File: src/source/xbar_pkg.sv
//********************************************************************
// Shared sizes, fixed address map and request/response structs
// for the two-initiator, two-target lite crossbar
//********************************************************************

package xbar_pkg;

  localparam int unsigned NUM_INIT  = 2;
  localparam int unsigned NUM_TGT   = 2;
  localparam int unsigned ADDR_W    = 32;
  localparam int unsigned DATA_W    = 32;
  localparam int unsigned TGT_IDX_W = 1;

  // Address map, entry 0 sits in the low bits
  localparam logic [NUM_TGT-1:0][ADDR_W-1:0] TGT_BASE = {
    32'h0000_1000,  // Target 1
    32'h0000_0000   // Target 0
  };
  localparam logic [ADDR_W-1:0] TGT_SIZE = 32'h0000_1000;  // Same window size for all targets

  // Read data returned with a decode error
  localparam logic [DATA_W-1:0] ERR_RDATA = 32'hDEAD_BEEF;

  // Single-beat request
  typedef struct packed {
    logic              write;  // 1 = write, 0 = read
    logic [ADDR_W-1:0] addr;
    logic [DATA_W-1:0] wdata;
  } xbar_req_t;

  // Response; writes carry zero read data
  typedef struct packed {
    logic              error;
    logic [DATA_W-1:0] rdata;
  } xbar_resp_t;

  typedef logic [$clog2(NUM_INIT)-1:0] init_idx_t;

endpackage

File: src/source/spill_reg.sv
//********************************************************************
// One-entry valid/ready register slice, generic payload
//********************************************************************

`timescale 1ns/1ps

module spill_reg #(
  parameter type payload_t = logic
) (
  input  logic     clk_i,
  input  logic     arst_n_i,
  input  logic     valid_i,
  output logic     ready_o,
  input  payload_t data_i,
  output logic     valid_o,
  input  logic     ready_i,
  output payload_t data_o
);

  logic     full_q;
  payload_t data_q;

  // Empty, or drained in this very cycle
  assign ready_o = ~full_q | ready_i;
  assign valid_o = full_q;
  assign data_o  = data_q;

  always_ff @(posedge clk_i or negedge arst_n_i) begin
    if (!arst_n_i) begin
      full_q <= 1'b0;
    end else if (ready_o) begin
      full_q <= valid_i;
    end
  end

  always_ff @(posedge clk_i) begin
    if (valid_i && ready_o) begin
      data_q <= data_i;  // Load on every accepted beat
    end
  end

  a_hold_stable : assert property (@(posedge clk_i) disable iff (!arst_n_i)
    (valid_o && !ready_i) |=> $stable(data_o))
    else $error("spill_reg output changed while stalled");

endmodule

File: src/source/addr_decoder.sv
//********************************************************************
// Address map lookup against the fixed target windows
//********************************************************************

`timescale 1ns/1ps

module addr_decoder
  import xbar_pkg::*;
(
  input  logic [ADDR_W-1:0]    addr_i,
  output logic [TGT_IDX_W-1:0] idx_o,
  output logic                 dec_error_o
);

  logic [NUM_TGT-1:0] hit;

  // One compare pair per window
  always_comb begin
    for (int unsigned t = 0; t < NUM_TGT; t++) begin
      hit[t] = (addr_i >= TGT_BASE[t]) && (addr_i < (TGT_BASE[t] + TGT_SIZE));
    end
  end

  // Windows do not overlap, so the last hit is the only hit
  always_comb begin
    idx_o       = '0;
    dec_error_o = 1'b1;
    for (int unsigned t = 0; t < NUM_TGT; t++) begin
      if (hit[t]) begin
        idx_o       = TGT_IDX_W'(t);
        dec_error_o = 1'b0;
      end
    end
  end

endmodule

File: src/source/initiator_demux.sv
//********************************************************************
// Per-initiator request routing with a single transaction in flight
// and a local error responder for unmapped addresses
//********************************************************************

`timescale 1ns/1ps

module initiator_demux
  import xbar_pkg::*;
(
  input  logic                      clk_i,
  input  logic                      arst_n_i,
  // Initiator side
  input  logic                      req_valid_i,
  output logic                      req_ready_o,
  input  xbar_req_t                 req_i,
  output logic                      resp_valid_o,
  input  logic                      resp_ready_i,
  output xbar_resp_t                resp_o,
  // Toward the target muxes
  output logic       [NUM_TGT-1:0]  tgt_req_valid_o,
  input  logic       [NUM_TGT-1:0]  tgt_req_ready_i,
  output xbar_req_t                 tgt_req_o,
  input  logic       [NUM_TGT-1:0]  tgt_resp_valid_i,
  output logic       [NUM_TGT-1:0]  tgt_resp_ready_o,
  input  xbar_resp_t [NUM_TGT-1:0]  tgt_resp_i
);

  typedef enum logic [1:0] {
    ST_IDLE,  // Ready for a new request
    ST_BUSY,  // Waiting on the stored target
    ST_ERR    // Answering a decode error locally
  } state_e;

  state_e               state_q;
  logic [TGT_IDX_W-1:0] tgt_q;
  logic [TGT_IDX_W-1:0] dec_idx;
  logic                 dec_error;
  logic                 req_xfer;
  logic                 resp_xfer;

  addr_decoder u_decoder (
    .addr_i      ( req_i.addr ),
    .idx_o       ( dec_idx    ),
    .dec_error_o ( dec_error  )
  );

  assign tgt_req_o = req_i;  // Payload goes to every mux, valid selects one

  always_comb begin
    tgt_req_valid_o  = '0;
    tgt_resp_ready_o = '0;
    req_ready_o      = 1'b0;
    resp_valid_o     = 1'b0;
    resp_o           = '0;
    case (state_q)
      ST_IDLE: begin
        if (dec_error) begin
          req_ready_o = 1'b1;  // Swallowed here, no target sees it
        end else begin
          tgt_req_valid_o[dec_idx] = req_valid_i;
          req_ready_o              = tgt_req_ready_i[dec_idx];
        end
      end
      ST_BUSY: begin
        resp_valid_o            = tgt_resp_valid_i[tgt_q];
        resp_o                  = tgt_resp_i[tgt_q];
        tgt_resp_ready_o[tgt_q] = resp_ready_i;
      end
      ST_ERR: begin
        resp_valid_o = 1'b1;
        resp_o.error = 1'b1;
        resp_o.rdata = ERR_RDATA;
      end
      default: begin
        resp_valid_o = 1'b0;
      end
    endcase
  end

  assign req_xfer  = req_valid_i & req_ready_o;
  assign resp_xfer = resp_valid_o & resp_ready_i;

  always_ff @(posedge clk_i or negedge arst_n_i) begin
    if (!arst_n_i) begin
      state_q <= ST_IDLE;
      tgt_q   <= '0;
    end else begin
      case (state_q)
        ST_IDLE: begin
          if (req_xfer) begin
            state_q <= dec_error ? ST_ERR : ST_BUSY;
            tgt_q   <= dec_idx;
          end
        end
        ST_BUSY, ST_ERR: begin
          if (resp_xfer) begin
            state_q <= ST_IDLE;
          end
        end
        default: state_q <= ST_IDLE;
      endcase
    end
  end

  // The payload is routed combinationally, so the decode must not move under a stall
  a_req_stable : assert property (@(posedge clk_i) disable iff (!arst_n_i)
    (req_valid_i && !req_ready_o) |=> (req_valid_i && $stable(req_i)))
    else $error("initiator request changed while waiting");

endmodule

File: src/source/target_mux.sv
//********************************************************************
// Per-target round-robin arbiter with grant lock until the
// response has been handed back to the winning initiator
//********************************************************************

`timescale 1ns/1ps

module target_mux
  import xbar_pkg::*;
(
  input  logic                      clk_i,
  input  logic                      arst_n_i,
  // From the initiator demuxes
  input  logic       [NUM_INIT-1:0] init_req_valid_i,
  output logic       [NUM_INIT-1:0] init_req_ready_o,
  input  xbar_req_t  [NUM_INIT-1:0] init_req_i,
  // Toward the target request stage
  output logic                      req_valid_o,
  input  logic                      req_ready_i,
  output xbar_req_t                 req_o,
  // Target response
  input  logic                      resp_valid_i,
  output logic                      resp_ready_o,
  input  xbar_resp_t                resp_i,
  // Back to the initiator demuxes
  output logic       [NUM_INIT-1:0] init_resp_valid_o,
  input  logic       [NUM_INIT-1:0] init_resp_ready_i,
  output xbar_resp_t                init_resp_o
);

  init_idx_t rr_q;        // Highest priority on the next arbitration
  init_idx_t lock_idx_q;
  logic      lock_q;
  init_idx_t gnt_idx;
  logic      gnt_valid;
  logic      req_xfer;
  logic      resp_xfer;

  // First valid initiator at or after the pointer
  always_comb begin : arbiter
    init_idx_t cand;
    gnt_valid = 1'b0;
    gnt_idx   = rr_q;
    for (int unsigned k = 0; k < NUM_INIT; k++) begin
      cand = init_idx_t'((32'(rr_q) + k) % NUM_INIT);
      if (!gnt_valid && init_req_valid_i[cand]) begin
        gnt_valid = 1'b1;
        gnt_idx   = cand;
      end
    end
  end

  always_comb begin
    req_valid_o       = 1'b0;
    req_o             = init_req_i[gnt_idx];
    init_req_ready_o  = '0;
    init_resp_valid_o = '0;
    resp_ready_o      = 1'b0;
    if (lock_q) begin
      init_resp_valid_o[lock_idx_q] = resp_valid_i;  // Only the owner sees it
      resp_ready_o                  = init_resp_ready_i[lock_idx_q];
    end else begin
      req_valid_o               = gnt_valid;
      init_req_ready_o[gnt_idx] = req_ready_i & gnt_valid;
    end
  end

  assign init_resp_o = resp_i;  // Valid alone tells the demuxes who owns it

  assign req_xfer  = req_valid_o & req_ready_i;
  assign resp_xfer = resp_valid_i & resp_ready_o;

  always_ff @(posedge clk_i or negedge arst_n_i) begin
    if (!arst_n_i) begin
      lock_q     <= 1'b0;
      lock_idx_q <= '0;
      rr_q       <= '0;
    end else if (req_xfer) begin
      lock_q     <= 1'b1;
      lock_idx_q <= gnt_idx;
      rr_q       <= init_idx_t'((32'(gnt_idx) + 1) % NUM_INIT);
    end else if (resp_xfer) begin
      lock_q <= 1'b0;
    end
  end

  // A target can only answer a request that was granted and not yet answered
  a_resp_locked : assert property (@(posedge clk_i) disable iff (!arst_n_i)
    resp_valid_i |-> lock_q)
    else $error("target response while mux not locked");

endmodule

File: src/source/lite_xbar.sv
//********************************************************************
// Top level: initiator demuxes, target muxes, spill stages and
// the cross wiring between them
//********************************************************************

`timescale 1ns/1ps

module lite_xbar
  import xbar_pkg::*;
(
  input  logic                      clk_i,
  input  logic                      arst_n_i,
  // Initiator ports
  input  logic       [NUM_INIT-1:0] init_req_valid_i,
  output logic       [NUM_INIT-1:0] init_req_ready_o,
  input  xbar_req_t  [NUM_INIT-1:0] init_req_i,
  output logic       [NUM_INIT-1:0] init_resp_valid_o,
  input  logic       [NUM_INIT-1:0] init_resp_ready_i,
  output xbar_resp_t [NUM_INIT-1:0] init_resp_o,
  // Target ports
  output logic       [NUM_TGT-1:0]  tgt_req_valid_o,
  input  logic       [NUM_TGT-1:0]  tgt_req_ready_i,
  output xbar_req_t  [NUM_TGT-1:0]  tgt_req_o,
  input  logic       [NUM_TGT-1:0]  tgt_resp_valid_i,
  output logic       [NUM_TGT-1:0]  tgt_resp_ready_o,
  input  xbar_resp_t [NUM_TGT-1:0]  tgt_resp_i
);

  // Demux side, [initiator][target]
  logic [NUM_INIT-1:0][NUM_TGT-1:0] dmx_req_valid;
  logic [NUM_INIT-1:0][NUM_TGT-1:0] dmx_req_ready;
  logic [NUM_INIT-1:0][NUM_TGT-1:0] dmx_resp_valid;
  logic [NUM_INIT-1:0][NUM_TGT-1:0] dmx_resp_ready;
  xbar_req_t [NUM_INIT-1:0]         dmx_req;

  // Mux side, [target][initiator]
  logic [NUM_TGT-1:0][NUM_INIT-1:0] mux_req_valid;
  logic [NUM_TGT-1:0][NUM_INIT-1:0] mux_req_ready;
  logic [NUM_TGT-1:0][NUM_INIT-1:0] mux_resp_valid;
  logic [NUM_TGT-1:0][NUM_INIT-1:0] mux_resp_ready;
  xbar_resp_t [NUM_TGT-1:0]         mux_resp;

  logic [NUM_TGT-1:0]               mux_out_valid;  // Mux into request spill
  logic [NUM_TGT-1:0]               mux_out_ready;
  xbar_req_t [NUM_TGT-1:0]          mux_out;
  logic [NUM_INIT-1:0]              rsp_valid;      // Demux into response spill
  logic [NUM_INIT-1:0]              rsp_ready;
  xbar_resp_t [NUM_INIT-1:0]        rsp;

  for (genvar i = 0; i < NUM_INIT; i++) begin : gen_cross_init
    for (genvar t = 0; t < NUM_TGT; t++) begin : gen_cross_tgt
      assign mux_req_valid[t][i]  = dmx_req_valid[i][t];
      assign dmx_req_ready[i][t]  = mux_req_ready[t][i];
      assign dmx_resp_valid[i][t] = mux_resp_valid[t][i];
      assign mux_resp_ready[t][i] = dmx_resp_ready[i][t];
    end
  end

  for (genvar i = 0; i < NUM_INIT; i++) begin : gen_init
    initiator_demux u_demux (
      .clk_i            ( clk_i                ),
      .arst_n_i         ( arst_n_i             ),
      .req_valid_i      ( init_req_valid_i[i]  ),
      .req_ready_o      ( init_req_ready_o[i]  ),
      .req_i            ( init_req_i[i]        ),
      .resp_valid_o     ( rsp_valid[i]         ),
      .resp_ready_i     ( rsp_ready[i]         ),
      .resp_o           ( rsp[i]               ),
      .tgt_req_valid_o  ( dmx_req_valid[i]     ),
      .tgt_req_ready_i  ( dmx_req_ready[i]     ),
      .tgt_req_o        ( dmx_req[i]           ),
      .tgt_resp_valid_i ( dmx_resp_valid[i]    ),
      .tgt_resp_ready_o ( dmx_resp_ready[i]    ),
      .tgt_resp_i       ( mux_resp             )
    );

    spill_reg #(
      .payload_t ( xbar_resp_t )
    ) u_resp_spill (
      .clk_i    ( clk_i                ),
      .arst_n_i ( arst_n_i             ),
      .valid_i  ( rsp_valid[i]         ),
      .ready_o  ( rsp_ready[i]         ),
      .data_i   ( rsp[i]               ),
      .valid_o  ( init_resp_valid_o[i] ),
      .ready_i  ( init_resp_ready_i[i] ),
      .data_o   ( init_resp_o[i]       )
    );
  end

  for (genvar t = 0; t < NUM_TGT; t++) begin : gen_tgt
    target_mux u_mux (
      .clk_i             ( clk_i               ),
      .arst_n_i          ( arst_n_i            ),
      .init_req_valid_i  ( mux_req_valid[t]    ),
      .init_req_ready_o  ( mux_req_ready[t]    ),
      .init_req_i        ( dmx_req             ),
      .req_valid_o       ( mux_out_valid[t]    ),
      .req_ready_i       ( mux_out_ready[t]    ),
      .req_o             ( mux_out[t]          ),
      .resp_valid_i      ( tgt_resp_valid_i[t] ),
      .resp_ready_o      ( tgt_resp_ready_o[t] ),
      .resp_i            ( tgt_resp_i[t]       ),
      .init_resp_valid_o ( mux_resp_valid[t]   ),
      .init_resp_ready_i ( mux_resp_ready[t]   ),
      .init_resp_o       ( mux_resp[t]         )
    );

    spill_reg #(
      .payload_t ( xbar_req_t )
    ) u_req_spill (
      .clk_i    ( clk_i              ),
      .arst_n_i ( arst_n_i           ),
      .valid_i  ( mux_out_valid[t]   ),
      .ready_o  ( mux_out_ready[t]   ),
      .data_i   ( mux_out[t]         ),
      .valid_o  ( tgt_req_valid_o[t] ),
      .ready_i  ( tgt_req_ready_i[t] ),
      .data_o   ( tgt_req_o[t]       )
    );
  end

endmodule

File: config.mk
export PLATFORM = sky130hd
export DESIGN_NAME = lite_xbar
export DESIGN_NICKNAME = d
export VERILOG_FILES = /design/src/source/xbar_pkg.sv /design/src/source/spill_reg.sv /design/src/source/addr_decoder.sv /design/src/source/initiator_demux.sv /design/src/source/target_mux.sv /design/src/source/lite_xbar.sv
export SDC_FILE = /design/constraint.sdc
export NUM_CORES = 1
export LEC_CHECK = 0
export BUFFER_PORTS_ARGS = -buffer_cell sky130_fd_sc_hd__clkbuf_2
export CAP_MARGIN = 5
export CORE_MARGIN = 2
export CORE_UTILIZATION = 45
export CTS_CLUSTER_SIZE = 28
export DETAILED_ROUTE_END_ITERATION = 8
export HOLD_SLACK_MARGIN = 0.12
export MAX_ROUTING_LAYER = met4
export PLACE_DENSITY = 0.89
export SETUP_SLACK_MARGIN = 0.3
export SLEW_MARGIN = 20
export SYNTH_ARGS = -nofsm -noshare
export SYNTH_HDL_FRONTEND = slang
export SYNTH_SLANG_ARGS = --single-unit
File: constraint.sdc
create_clock -name clk_i -period 3.2 [get_ports clk_i]
set_input_delay 0.32 -clock clk_i [delete_from_list [all_inputs] [get_ports clk_i]]
set_output_delay 0.32 -clock clk_i [all_outputs]
set_load 0.01 [all_outputs]
==> impl_metrics.py <==
metrics = {
    "run_status": {
        "status": "completed",
    },
    "yosys": {
        "synth_edf_count": 196,
        "async_flop_share_pct": 7.547,
        "ys_warn_count": 0,
        "yosysSeqAreaShare_pct": 58.93,
        "synth_nets": 976,
        "synth_cells": 764,
        "synth_seq_cells": 212,
        "synth_flop_cell": "edfxtp_1",
        "synth_area_sq_mm": 0.01067,
        "syn_area_per_cell_sq_um": 13.96,
        "ys_types": 55,
    },
    "floorplan": {
        "row_count": 56,
        "design.core.area_sq_mm": 0.02340,
        "dieArea_sq_mm": 0.02495,
        "initial_core_util_pct": 45.58,
        "die_w_um": 158.0,
        "io_pins": 410,
        "dieHeight_um": 158.0,
    },
    "clocking": {
        "htree_levels": 1,
        "cts_buffers": 23,
        "cts_sinks": 212,
        "path_clk_slew_ns": 0.07,
        "clockBufferDepth": 3,
        "cts_tree": "yes",
        "post-cts-setup-buffers": 0,
        "ctsRootBufferMaster": "clkbuf_16",
        "worstSkewPairLatency_ns": 0.53,
    },
    "power_and_ir_drop": {
        "comb_power_share_pct": 23.2,
        "power_density_mw_per_mm2": 546.1,
        "p_total_w": 0.007905,
        "sw_frac_of_total_pct": 29.24,
        "p_sw_w": 0.002312,
        "p_int_w": 0.005593,
        "leakagePower_nw": 5.987,
        "seq_power_share_pct": 45.3,
        "p_clk_share_pct": 31.5,
        "peakVddDrop_mv": 0.4819,
    },
    "critical_path": {
        "worstSetupPathDepth": 8,
        "ff2ff_setup_slack_ns": 0.55,
        "timing.rr.end": "gen_tgt[0].u_req_spill.data_o[58]",
        "path_cells": "inv_1 > ha_4 > nand2_2 > buf_4 > nor4_4 > o22ai_1 > o31a_1 > clkbuf_2",
        "critPathCaptureType": "primary output",
        "worst-path-buf-inv": 3,
        "worstSetupPathType": "reg2out",
        "cp.arrival_ns": 2.45,
        "worstPathRequired_ns": 2.88,
        "worst_setup_path_start_kind": "register",
        "cp-startpoint": "gen_init[1].u_demux.state_q[0]",
        "cp_slowest_cell": "dfrtp_1",
        "crit_family": "buffers and inverters",
        "cpPeakStageDelay_ns": 0.38,
        "rr_startpoint": "gen_init[0].u_demux.state_q[0]",
        "path_max_fanout": 7,
        "crit_end": "init_req_ready_o[0]",
        "ff2ff_path_depth": 7,
    },
    "route": {
        "dr.pass1.iters": 5,
        "detail_route.drc_violations": 0,
        "wl_per_cell_um": 20.94,
        "detail-route-antenna-nets": 0,
        "wl_um": 33050,
        "avgViaCountPerCell": 5.381,
        "drtIter0Drc": 634,
        "vias": 8491,
    },
    "global_route": {
        "overflow": 0,
        "antenna_found_initial": 2,
        "grt_max_degree": 43,
        "track_usage_pct": 25.28,
        "first_global_vias": 8481,
        "grt_pass1_wl_um": 46370,
    },
    "timing": {
        "period_share_pct": 86.65,
        "rsz0062_at_grt": "no",
        "period_needed_ns": 2.773,
        "hold_violations": 0,
        "fin_worst_skew_ns": 0.02807,
        "report.final.slew_viol_count": 0,
        "slew_headroom_pct": 55.29,
        "max_clock_freq_mhz": 360.6,
        "tightestPinTransition_ns": 0.6636,
        "finalSetupTns_ns": 0,
        "finalSetupViolations": 0,
    },
    "hold_path": {
        "min_path_type": "in2reg",
    },
    "finish": {
        "num-nets-final": 1453,
        "post-route-util_pct": 61.85,
        "multiInputGateArea_sq_mm": 0.004029,
        "syn_to_final_growth_pct": 35.69,
        "drive_above_1_share_pct": 50.80,
        "layout_commonest_cell": "clkbuf_2",
        "register_area_sq_mm": 0.006286,
        "final_cell_mix": "clkbuf_2, edfxtp_1, nor2_1",
        "nFillCells": 1782,
    },
    "placed_design": {
        "gp_congestion": 0.9151,
        "io_buffers": 409,
        "hpwl_um": 22750,
    },
    "flow_run": {
        "max_cap_violations": 0,
    },
}
[logic make-up (layout without fill, tap and decap cells)]
group | count (synthesis) | in the layout | synth area share, %
AND/OR/NAND/NOR | 190 | 190 | 8.422
XOR/XNOR | 2 | 2 | 0.2346
adder cells (fa/ha/maj) | 8 | 8 | 0.9031
AO/OA/AOI/OAI | 93 | 93 | 5.196
other | 0 | 3 | 0
buffers and inverters | 65 | 557 | 3.659
flip-flops | 212 | 212 | 58.93
multiplexers | 194 | 194 | 22.66
[power groups by stage]
stage | clock [W] | sequential (W) | combinational (W)
floorplan | 0 | 0.00377 | 0.000872
global placement | 0 | 0.00362 | 0.00167
detailed placement | 0 | 0.00364 | 0.00173
CTS | 0.00250 | 0.00358 | 0.00182
global route | 0.00263 | 0.00360 | 0.00200
finish | 0.00249 | 0.00358 | 0.00184
[state kept, by name (all words and copies together) (netlist names)]
register and flops:
gen_tgt.u_req_spill.data_o 130, gen_init.u_resp_spill.data_o 66, gen_init.u_demux.state_q 4, gen_init.u_demux.tgt_q 2, gen_init.u_resp_spill.valid_o 2, gen_tgt.u_mux.lock_idx_q 2, gen_tgt.u_mux.lock_q 2, gen_tgt.u_mux.rr_q 2
gen_tgt.u_req_spill.valid_o 2
[final cells by class]
cell class                      count  share of cell area [%]
Antenna cell                        3                 0.05186
Clock buffer                       32                   4.426
Clock inverter                      8                  0.3025
Inverter                           13                  0.3890
Multi-Input combinational cell    487                   27.83
Sequential cell                   212                   43.43
Tap cell                          319                   2.757
Timing Repair Buffer              504                   20.81
[routing by layer]
layer / vias to the layer above / track usage (%) / part of all wire (%)
met5: - / - / 0
met3: 123 / 5.365 / 8.4
met4: 0 / 12.78 / 5.1
li1: 3808 / - / -
met1: 4039 / 28.25 / 36
met2: 521 / 42.94 / 51
[cells in the mapped netlist (2+ instances only)]
cell type / instances / area share (%)
nand4_1: 5 / 0.29
mux2_2: 60 / 6.3
buf_1: 7 / 0.25
o32ai_1: 3 / 0.25
o211ai_1: 2 / 0.14
nand3_1: 4 / 0.19
a21bo_2: 2 / 0.19
nor4_2: 5 / 0.59
nand2b_1: 6 / 0.35
nor2b_1: 2 / 0.12
nor3_2: 2 / 0.19
a21oi_1: 56 / 2.6
nor4_1: 9 / 0.53
mux2_4: 80 / 11
nor3_1: 6 / 0.28
and3_1: 3 / 0.18
and2_1: 6 / 0.35
nor2_1: 110 / 3.9
o21ai_0: 9 / 0.42
a221oi_1: 2 / 0.16
ha_1: 6 / 0.70
o31ai_1: 2 / 0.14
edfxtp_1: 196 / 55
dfrtp_1: 16 / 3.8
a32oi_1: 2 / 0.16
o2bb2ai_1: 2 / 0.16
clkbuf_1: 24 / 0.84
clkinv_1: 2 / 0.070
inv_1: 11 / 0.39
buf_6: 6 / 0.63
buf_2: 2 / 0.094
buf_4: 9 / 0.63
mux2i_1: 54 / 5.1
a21o_1: 3 / 0.21
o22ai_1: 3 / 0.18
buf_12: 4 / 0.75
nand2_1: 25 / 0.88
[worst min path at each step]
| stage | from | to | slack (ns) | cells after the start |
|---|---|---|---|---|
| after global placement | arst_n_i | gen_init[1].u_resp_spill.valid_o | 0.27 | 1 |
| after global routing | init_req_i[35] | gen_tgt[1].u_req_spill.data_o[35] | 0.12 | 2 |
| after floorplan | arst_n_i | gen_init[0].u_demux.state_q[0] | 0.02 | 0 |
| after detailed placement | arst_n_i | gen_init[1].u_resp_spill.valid_o | 0.27 | 1 |
| final | init_req_i[27] | gen_tgt[0].u_req_spill.data_o[27] | 0.13 | 2 |
| after CTS | init_req_i[39] | gen_tgt[1].u_req_spill.data_o[39] | 0.12 | 2 |
[per-stage QoR]
stage | hold slack, ns | instances | setup slack (ns) | cell area, sq um
finish | 0.1346 | 1578 | 0.4270 | 14480
global route | 0.1207 | 1577 | 0.3030 | 14470
CTS | 0.1200 | 1575 | 0.3300 | 14450
detailed placement | 0.2715 | 1474 | 0.3932 | 13140
global placement | 0.2668 | 1474 | 0.4410 | 13140
floorplan | 0.02441 | 764 | 0.3467 | 10680
[timing repair]
item / 4_1_cts / 5_1_grt
hold buffers: 61 / 0
resized for setup: 3 / 4
setup endpoints to repair: 2 / 2
endpoints found under the hold margin: 70 / 0
Power figures use the tool's default switching activity.
